===== src/common/spectrum_pkg.sv =====
`default_nettype none

package spectrum_pkg;

	// ====================================================================
	// Machine model
	// ====================================================================
	typedef logic [1:0] model_t;

	localparam model_t MODEL_48    = 2'd0;
	localparam model_t MODEL_128   = 2'd1;   // Also stands in for code 3
	localparam model_t MODEL_PLUS3 = 2'd2;

	// ====================================================================
	// CPU speed
	// ====================================================================
	localparam int TURBO_W = 3;

	localparam logic [TURBO_W-1:0] TURBO_3M5 = 3'd0;   // clk_sys / 16
	localparam logic [TURBO_W-1:0] TURBO_7M  = 3'd1;   // clk_sys / 8
	localparam logic [TURBO_W-1:0] TURBO_14M = 3'd2;   // clk_sys / 4
	localparam logic [TURBO_W-1:0] TURBO_28M = 3'd3;   // clk_sys / 2
	localparam logic [TURBO_W-1:0] TURBO_56M = 3'd4;   // every clk_sys

	// CPU held off this long after a speed change
	localparam logic [2:0] TURBO_SETTLE = 3'd4;

	// ====================================================================
	// Memory layout
	// ====================================================================
	localparam int BANK_W     = 3;    // 16K RAM bank number
	localparam int ROM_PAGE_W = 2;
	localparam int PAGE_OFS_W = 14;   // Offset inside a 16K page
	localparam int SDRAM_AW   = 24;   // Byte address

	localparam logic [SDRAM_AW-1:0] RAM_BASE = 24'h000000;
	localparam logic [SDRAM_AW-1:0] ROM_BASE = 24'h140000;

	// Bus sequencer
	typedef enum logic [1:0] {
		IDLE,
		MEM_REQ,    // Memory write waiting for its handshake
		MEM_WAIT,   // Memory read waiting for data
		RESP
	} seq_state_t;

endpackage

`default_nettype wire

===== src/hdl/spectrum_mem.sv =====
`timescale 1ns/1ns
`default_nettype none

module spectrum_mem (
	input  wire logic                                clk_sys,
	input  wire logic                                reset,
	input  wire spectrum_pkg::model_t                model,
	input  wire logic [spectrum_pkg::TURBO_W-1:0]    turbo,

	// CPU bus
	input  wire logic                                bus_valid,
	input  wire logic                                bus_write,
	input  wire logic                                bus_io,
	input  wire logic [15:0]                         bus_addr,
	input  wire logic [7:0]                          bus_wdata,
	output logic                                     bus_ready,
	output logic                                     rsp_valid,
	output logic [7:0]                               rsp_data,

	// SDRAM port
	output logic                                     mem_valid,
	output logic                                     mem_we,
	output logic [spectrum_pkg::SDRAM_AW-2:0]        mem_addr,
	output logic [1:0]                               mem_ds,
	output logic [15:0]                              mem_wdata,
	input  wire logic                                mem_ready,
	input  wire logic                                mem_rvalid,
	input  wire logic [15:0]                         mem_rdata
);

	logic                               ce_cpu;
	logic                               io_wr_stb;
	logic [15:0]                        req_addr;
	logic [7:0]                         req_wdata;
	logic                               req_write;
	logic                               mem_start;
	logic                               mem_done;
	logic [7:0]                         mem_rbyte;
	logic                               rom_window;
	logic [spectrum_pkg::SDRAM_AW-1:0]  byte_addr;
	spectrum_pkg::model_t               cur_model;
	logic [7:0]                         page_7ffd;
	logic [7:0]                         page_1ffd;

	ce_gen i_ce_gen (
		.clk_sys, .reset, .turbo, .ce_cpu
	);

	bus_sequencer i_bus_sequencer (
		.clk_sys, .reset, .ce_cpu,
		.bus_valid, .bus_write, .bus_io, .bus_addr, .bus_wdata,
		.bus_ready, .rsp_valid, .rsp_data,
		.rom_window, .mem_done, .mem_rbyte,
		.io_wr_stb, .req_addr, .req_wdata, .req_write, .mem_start
	);

	page_regs i_page_regs (
		.clk_sys, .reset, .model,
		.io_wr_stb, .req_addr, .req_wdata,
		.cur_model, .page_7ffd, .page_1ffd
	);

	addr_map i_addr_map (
		.cur_model, .page_7ffd, .page_1ffd, .req_addr,
		.byte_addr, .rom_window
	);

	mem_port i_mem_port (
		.clk_sys, .reset,
		.mem_start, .req_write, .req_wdata, .byte_addr,
		.mem_valid, .mem_we, .mem_addr, .mem_ds, .mem_wdata,
		.mem_ready, .mem_rvalid, .mem_rdata,
		.mem_done, .mem_rbyte
	);

endmodule

`default_nettype wire


===== src/hdl/mem_port.sv =====
`timescale 1ns/1ns
`default_nettype none

module mem_port (
	input  wire logic                                clk_sys,
	input  wire logic                                reset,

	input  wire logic                                mem_start,
	input  wire logic                                req_write,
	input  wire logic [7:0]                          req_wdata,
	input  wire logic [spectrum_pkg::SDRAM_AW-1:0]   byte_addr,

	// 16-bit SDRAM port
	output logic                                     mem_valid,
	output logic                                     mem_we,
	output logic [spectrum_pkg::SDRAM_AW-2:0]        mem_addr,
	output logic [1:0]                               mem_ds,
	output logic [15:0]                              mem_wdata,
	input  wire logic                                mem_ready,
	input  wire logic                                mem_rvalid,
	input  wire logic [15:0]                         mem_rdata,

	output logic                                     mem_done,
	output logic [7:0]                               mem_rbyte
);

	logic rd_pending;
	logic lane_q;   // Byte address bit 0
	logic hs;

	assign hs = mem_valid && mem_ready;

	always_ff @(posedge clk_sys) begin
		if (reset) begin
			mem_valid  <= 1'b0;
			rd_pending <= 1'b0;
		end else begin
			if (mem_start)
				mem_valid <= 1'b1;
			else if (hs)
				mem_valid <= 1'b0;

			if (hs && !mem_we)
				rd_pending <= 1'b1;
			else if (mem_rvalid)
				rd_pending <= 1'b0;
		end
	end

	// Held stable until the handshake
	always_ff @(posedge clk_sys) begin
		if (mem_start) begin
			mem_we    <= req_write;
			mem_addr  <= byte_addr[spectrum_pkg::SDRAM_AW-1:1];
			lane_q    <= byte_addr[0];
			mem_ds    <= req_write ? {byte_addr[0], ~byte_addr[0]} : 2'b11;   // Reads fetch both lanes
			mem_wdata <= {req_wdata, req_wdata};
		end
	end

	assign mem_done  = (hs && mem_we) || (rd_pending && mem_rvalid);
	assign mem_rbyte = lane_q ? mem_rdata[15:8] : mem_rdata[7:0];

endmodule

`default_nettype wire


===== src/paging/addr_map.sv =====
`timescale 1ns/1ns
`default_nettype none

module addr_map (
	input  wire spectrum_pkg::model_t              cur_model,
	input  wire logic [7:0]                        page_7ffd,
	input  wire logic [7:0]                        page_1ffd,
	input  wire logic [15:0]                       req_addr,
	output logic [spectrum_pkg::SDRAM_AW-1:0]      byte_addr,
	output logic                                   rom_window
);

	logic [1:0]                              win;
	logic [spectrum_pkg::PAGE_OFS_W-1:0]     ofs;
	logic                                    special;
	logic [spectrum_pkg::ROM_PAGE_W-1:0]     rom_page;
	logic [spectrum_pkg::BANK_W-1:0]         bank;
	logic [spectrum_pkg::SDRAM_AW-1:0]       rom_ofs;
	logic [spectrum_pkg::SDRAM_AW-1:0]       ram_ofs;

	assign win     = req_addr[15:14];
	assign ofs     = req_addr[13:0];
	assign special = (cur_model == spectrum_pkg::MODEL_PLUS3) && page_1ffd[0];   // +3 all-RAM

	always_comb begin
		case (cur_model)
			spectrum_pkg::MODEL_48:    rom_page = 2'd0;
			spectrum_pkg::MODEL_PLUS3: rom_page = {page_1ffd[2], page_7ffd[4]};
			default:                   rom_page = {1'b0, page_7ffd[4]};
		endcase

		if (special) begin
			case (page_1ffd[2:1])
				2'b00: bank = {1'b0, win};   // 0 1 2 3
				2'b01: bank = {1'b1, win};   // 4 5 6 7
				2'b10: bank = (win == 2'd3) ? 3'd3 : {1'b1, win};   // 4 5 6 3
				default: begin   // 4 7 6 3
					case (win)
						2'd0:    bank = 3'd4;
						2'd1:    bank = 3'd7;
						2'd2:    bank = 3'd6;
						default: bank = 3'd3;
					endcase
				end
			endcase
		end else begin
			case (win)
				2'd1:    bank = 3'd5;
				2'd2:    bank = 3'd2;
				2'd3:    bank = (cur_model == spectrum_pkg::MODEL_48) ? 3'd0 : page_7ffd[2:0];
				default: bank = 3'd0;   // ROM window, bank unused
			endcase
		end

		rom_ofs = '0;
		rom_ofs[spectrum_pkg::ROM_PAGE_W+spectrum_pkg::PAGE_OFS_W-1:0] = {rom_page, ofs};
		ram_ofs = '0;
		ram_ofs[spectrum_pkg::BANK_W+spectrum_pkg::PAGE_OFS_W-1:0] = {bank, ofs};
	end

	assign rom_window = !special && (win == 2'd0);
	assign byte_addr  = rom_window ? spectrum_pkg::ROM_BASE + rom_ofs
	                               : spectrum_pkg::RAM_BASE + ram_ofs;

endmodule

`default_nettype wire


===== src/paging/page_regs.sv =====
`timescale 1ns/1ns
`default_nettype none

module page_regs (
	input  wire logic                 clk_sys,
	input  wire logic                 reset,
	input  wire spectrum_pkg::model_t model,

	input  wire logic                 io_wr_stb,
	input  wire logic [15:0]          req_addr,
	input  wire logic [7:0]           req_wdata,

	output spectrum_pkg::model_t      cur_model,
	output logic [7:0]                page_7ffd,
	output logic [7:0]                page_1ffd
);

	logic is_48;
	logic is_plus3;
	logic sel_7ffd;
	logic sel_1ffd;
	logic locked;
	spectrum_pkg::model_t model_norm;

	// Code 3 has no machine of its own
	always_comb begin
		if (model == spectrum_pkg::MODEL_48 || model == spectrum_pkg::MODEL_PLUS3)
			model_norm = model;
		else
			model_norm = spectrum_pkg::MODEL_128;
	end

	assign is_48    = (cur_model == spectrum_pkg::MODEL_48);
	assign is_plus3 = (cur_model == spectrum_pkg::MODEL_PLUS3);

	// ====================================================================
	// Port decode
	// ====================================================================
	// 7FFD, partial decode; the +3 also looks at A14
	assign sel_7ffd = !req_addr[15] && !req_addr[1] && (req_addr[14] || !is_plus3);

	// 1FFD exists on the +3 only
	assign sel_1ffd = is_plus3 && (req_addr[15:12] == 4'b0001) && !req_addr[1];

	// 7FFD bit 5 freezes both ports until reset
	assign locked = is_48 || page_7ffd[5];

	always_ff @(posedge clk_sys) begin
		if (reset) begin
			cur_model <= model_norm;   // Model follows the input throughout reset
			page_7ffd <= 8'h00;
			page_1ffd <= 8'h00;
		end else if (io_wr_stb && !locked) begin
			if (sel_7ffd)
				page_7ffd <= req_wdata;
			if (sel_1ffd)
				page_1ffd <= req_wdata;
		end
	end

endmodule

`default_nettype wire


===== src/hdl/bus_sequencer.sv =====
`timescale 1ns/1ns
`default_nettype none

module bus_sequencer (
	input  wire logic        clk_sys,
	input  wire logic        reset,
	input  wire logic        ce_cpu,

	// CPU bus
	input  wire logic        bus_valid,
	input  wire logic        bus_write,
	input  wire logic        bus_io,
	input  wire logic [15:0] bus_addr,
	input  wire logic [7:0]  bus_wdata,
	output logic             bus_ready,
	output logic             rsp_valid,
	output logic [7:0]       rsp_data,

	// Paging and memory side
	input  wire logic        rom_window,
	input  wire logic        mem_done,
	input  wire logic [7:0]  mem_rbyte,
	output logic             io_wr_stb,
	output logic [15:0]      req_addr,
	output logic [7:0]       req_wdata,
	output logic             req_write,
	output logic             mem_start
);

	spectrum_pkg::seq_state_t state;

	logic        accept;
	logic        mem_path;
	logic        idle;
	logic [15:0] addr_q;
	logic [7:0]  wdata_q;
	logic        write_q;

	assign idle      = (state == spectrum_pkg::IDLE);
	assign bus_ready = idle && ce_cpu;
	assign accept    = bus_valid && bus_ready;
	assign rsp_valid = (state == spectrum_pkg::RESP);

	// While idle the live bus request feeds the address map, so the
	// ROM-window check and the memory issue both happen at acceptance
	assign req_addr  = idle ? bus_addr  : addr_q;
	assign req_wdata = idle ? bus_wdata : wdata_q;
	assign req_write = idle ? bus_write : write_q;

	// Writes into the ROM window never reach SDRAM
	assign mem_path  = !bus_io && !(bus_write && rom_window);
	assign mem_start = accept && mem_path;

	// ====================================================================
	// Control
	// ====================================================================
	always_ff @(posedge clk_sys) begin
		if (reset) begin
			state     <= spectrum_pkg::IDLE;
			io_wr_stb <= 1'b0;
		end else begin
			io_wr_stb <= accept && bus_io && bus_write;   // Paging port write

			case (state)
				spectrum_pkg::IDLE: begin
					if (accept) begin
						if (!mem_path)
							state <= spectrum_pkg::RESP;
						else if (bus_write)
							state <= spectrum_pkg::MEM_REQ;
						else
							state <= spectrum_pkg::MEM_WAIT;
					end
				end
				spectrum_pkg::MEM_REQ,
				spectrum_pkg::MEM_WAIT: begin
					if (mem_done)
						state <= spectrum_pkg::RESP;
				end
				default: state <= spectrum_pkg::IDLE;   // RESP lasts one cycle
			endcase
		end
	end

	// ====================================================================
	// Request and response registers
	// ====================================================================
	always_ff @(posedge clk_sys) begin
		if (accept) begin
			addr_q   <= bus_addr;
			wdata_q  <= bus_wdata;
			write_q  <= bus_write;
			// IO reads float high, writes answer zero
			rsp_data <= (bus_io && !bus_write) ? 8'hFF : 8'h00;
		end
		if ((state == spectrum_pkg::MEM_WAIT) && mem_done)
			rsp_data <= mem_rbyte;
	end

endmodule

`default_nettype wire


===== src/hdl/ce_gen.sv =====
`timescale 1ns/1ns
`default_nettype none

module ce_gen (
	input  wire logic                            clk_sys,
	input  wire logic                            reset,
	input  wire logic [spectrum_pkg::TURBO_W-1:0] turbo,
	output logic                                 ce_cpu
);

	logic [spectrum_pkg::TURBO_W-1:0] turbo_q;
	logic [3:0] cnt;
	logic [3:0] mask;
	logic [2:0] settle;

	// Counter bits that must be zero for a CPU cycle
	always_comb begin
		case (turbo_q)
			spectrum_pkg::TURBO_3M5: mask = 4'b1111;
			spectrum_pkg::TURBO_7M:  mask = 4'b0111;
			spectrum_pkg::TURBO_14M: mask = 4'b0011;
			spectrum_pkg::TURBO_28M: mask = 4'b0001;
			spectrum_pkg::TURBO_56M: mask = 4'b0000;
			default:                 mask = 4'b0011;   // Unused codes run at /4
		endcase
	end

	always_ff @(posedge clk_sys) begin
		if (reset) begin
			turbo_q <= turbo;
			settle  <= 3'd0;
			cnt     <= 4'd0;
			ce_cpu  <= 1'b0;
		end else if (turbo != turbo_q) begin
			turbo_q <= turbo;   // Speed change, stop the CPU for a moment
			settle  <= spectrum_pkg::TURBO_SETTLE;
			cnt     <= 4'd0;
			ce_cpu  <= 1'b0;
		end else if (settle != 3'd0) begin
			settle <= settle - 3'd1;
			cnt    <= 4'd0;
			ce_cpu <= 1'b0;
		end else begin
			cnt    <= cnt + 4'd1;
			ce_cpu <= ((cnt & mask) == 4'd0);
		end
	end

endmodule

`default_nettype wire


===== config.mk =====
export PLATFORM = sky130hd
export DESIGN_NAME = spectrum_mem
export DESIGN_NICKNAME = d
export VERILOG_FILES = /design/src/common/spectrum_pkg.sv /design/src/hdl/spectrum_mem.sv /design/src/hdl/mem_port.sv /design/src/paging/addr_map.sv /design/src/paging/page_regs.sv /design/src/hdl/bus_sequencer.sv /design/src/hdl/ce_gen.sv
export SDC_FILE = /design/constraint.sdc
export NUM_CORES = 1
export LEC_CHECK = 0
export BUFFER_PORTS_ARGS = -buffer_cell sky130_fd_sc_hd__buf_2
export CORE_MARGIN = 2
export CORE_UTILIZATION = 54
export CTS_CLUSTER_DIAMETER = 30
export CTS_CLUSTER_SIZE = 8
export DETAILED_ROUTE_END_ITERATION = 12
export PLACE_DENSITY_LB_ADDON = 0.2
export RECOVER_POWER = 100
export SLEW_MARGIN = 20
export SYNTH_ARGS = -nofsm -noshare
export SYNTH_HDL_FRONTEND = slang
export SYNTH_HIERARCHICAL = 1
export SYNTH_SLANG_ARGS = --single-unit

===== constraint.sdc =====
create_clock -name clk_sys -period 6.35 [get_ports clk_sys]
set_input_delay 0.9525 -clock clk_sys [delete_from_list [all_inputs] [get_ports clk_sys]]
set_output_delay 0.9525 -clock clk_sys [all_outputs]
set_load 0.02 [all_outputs]

==> results.py <==
metrics = {
    "worst_setup_path": {
        "rr_worst_depth": 7,
        "arrival_ns": 3.95,
        "path_class": "reg -> reg",
        "critical_path.cell_chain": "inv_1, ha_1, clkbuf_1, mux2_1, nor3_1, a211oi_1, buf_4",
        "critPathTopFamily": "buffers and inverters",
        "path_depth": 7,
        "crit_required_ns": 6.35,
        "crit_path_end_kind": "register",
        "path_buf_inv": 3,
        "crit_path_start_kind": "register",
        "critPathSlowestCell": "clkbuf_1",
        "timing.critical_path.fanout_max": 31,
        "cp_slowest_stage_delay_ns": 1.14,
    },
    "floorplanning": {
        "io_pins": 105,
        "rows": 32,
        "dieArea_um2": 8600,
        "coreArea_um2": 7690,
        "die_y_um": 92.7,
        "dieWidth_um": 92.7,
        "start_util": 0.553,
    },
    "placement": {
        "portBuffers": 104,
        "place_area_um2": 4680,
        "dpl.hpwl_um": 4950,
        "place.gp.congestion": 0.770,
    },
    "clock_tree": {
        "clk_latency_ns": 0.34,
        "clockBufferDepth": 2,
        "cts.clk_slew.worst_paths_ns": 0.08,
        "hold_buffers": 0,
        "htree_levels": 3,
        "cts_tree": "done",
        "cts.repair.resized": 0,
        "cts-root-buf": "clkbuf_8",
        "post-cts-setup-buffers": 0,
        "cts.sinks": 94,
        "cts_buffers": 9,
    },
    "finish": {
        "fillCellCount": 654,
        "antenna_cells": 0,
        "synthToLayoutAreaGrowth_pct": 10.6,
        "drive_gt1_frac": 0.210,
        "stdcell_area_um2": 4700,
        "nets": 450,
    },
    "sta": {
        "timing.final.crit_share": 0.623,
        "slew_viol_final": 30,
        "skew_ns": 0.0117,
        "hold_viol": 0,
        "max_freq_mhz": 253,
        "max-slew-margin-rel": -0.0578,
        "worst_pin_slew_ns": 1.59,
        "setup_viol_count_final": 0,
        "rsz0062_at_grt": "false",
        "min_period_ns": 3.96,
        "setup_tns_ns": 0,
    },
    "detailed_routing": {
        "dr.pass1.iters": 4,
        "drt_iter0_drc": 97,
        "detail-route-antenna-nets": 0,
        "drc": 0,
        "vias": 2492,
        "routed_wl_um": 6930,
        "via_per_inst": 5.01,
        "wl_per_cell_um": 13.9,
    },
    "job": {
        "maxCapViolCount": 1,
    },
    "grt": {
        "grt_start_max_net_pins": 32,
        "grt_usage": 0.165,
        "grt_overflow": 0,
        "antenna_found_initial": 0,
        "grt_pass1_wl_um": 11000,
        "grt_pass1_vias": 2358,
    },
    "yosys": {
        "synth_cells": 307,
        "yosys_warnings": 6,
        "syn_area_um2": 4250,
        "synth_area_per_cell_um2": 13.8,
    },
    "min_path": {
        "holdPathStages": 2,
        "hp-class": "reg -> reg",
    },
    "pwr": {
        "powerDensity_nw_per_um2": 255,
        "total_power_mw": 1.20,
        "irDropWorstVdd_mv": 0.140,
        "p_leak_nw": 1.72,
    },
    "run_status": {
        "violations": "max-capacitance violations, max-slew violations",
        "status": "complete, but fails checks",
    },
}
==> layout make-up <==
class,count,area [µm²],share of cell area
clock buffers,11,131,0.0279
clock inverters,5,35.0,0.00745
inverters,15,56.3,0.0120
multi-input cells,164,1300,0.276
flip-flops and latches,94,2610,0.556
well taps,102,128,0.0271
repair buffers,106,442,0.0940
==> cells in the final DEF, fill, tap and decap left out, types with 6 or more instances in the layout <==
master and instances:
mux2i_1 8, ha_1 8, nor2_1 10, nand2b_1 16, nand3_1 9, clkbuf_1 75, edfxtp_1 73, dfxtp_1 21
buf_2 32, mux2_1 6, mux2_4 8, nand2_1 16, a21oi_1 8, inv_1 15, clkbuf_8 9, mux2_2 19
==> registers in the layout (all words and copies together), names as in the netlist, 2 cells and up <==
name and flops:
i_bus_sequencer/state 2, i_mem_port/mem_ds 2, i_mem_port/mem_wdata 8, i_page_regs/page_7ffd 5, i_ce_gen/cnt 4, i_page_regs/cur_model 2, i_mem_port/mem_addr 23, i_bus_sequencer/rsp_data 8
i_ce_gen/turbo_q 3, i_ce_gen/settle 3, i_bus_sequencer/wdata_q 8, i_bus_sequencer/addr_q 16, i_page_regs/page_1ffd 3
==> path summary, 6_finish.rpt <==
path | startpoint | end | slack [ns]
max | i_bus_sequencer/state[0]$_SDFFE_PP0P_ | i_mem_port/mem_wdata[9]$_DFFE_PP_ | 2.39
min reg2reg | i_mem_port/rd_pending$_SDFFE_PP0P_ | i_mem_port/rd_pending$_SDFFE_PP0P_ | 0.48
max reg2reg | i_bus_sequencer/state[0]$_SDFFE_PP0P_ | i_mem_port/mem_wdata[9]$_DFFE_PP_ | 2.39
min | i_mem_port/rd_pending$_SDFFE_PP0P_ | i_mem_port/rd_pending$_SDFFE_PP0P_ | 0.48
==> through the flow <==
stage | cells | hold slack [ns] | utilization | worst slack (ns)
after detailed placement | 481 | 0.468 | 0.608 | 3.62
final | 497 | 0.483 | 0.611 | 2.39
after global placement | 481 | 0.465 | 0.608 | 3.67
after global routing | 497 | 0.509 | 0.611 | 1.97
after floorplan | 311 | 0.438 | - | 1.78
after CTS | 497 | 0.482 | 0.630 | 3.61
==> power by group <==
group | switching, mW | total [mW] | internal [mW]
Sequential | 0.00951 | 0.693 | 0.684
Combinational | 0.0894 | 0.169 | 0.0796
Clock | 0.194 | 0.338 | 0.144
==> worst reg2reg max path, stage by stage, from the launching register on <==
cell,delay (ns)
dfxtp_1,0.35
inv_1,0.10
ha_1,0.14
clkbuf_1,1.14
mux2_1,0.48
nor3_1,0.15
a211oi_1,0.74
buf_4,0.49
==> routing by layer <==
metal,vias up,track usage,share of wire
met1,1183,0.220,0.45
li1,1240,-,-
met2,62,0.268,0.49
met5,-,0,0
met4,0,0.0674,0.013
met3,7,0.0285,0.046
No activity file was read; power rests on OpenSTA's default activity.
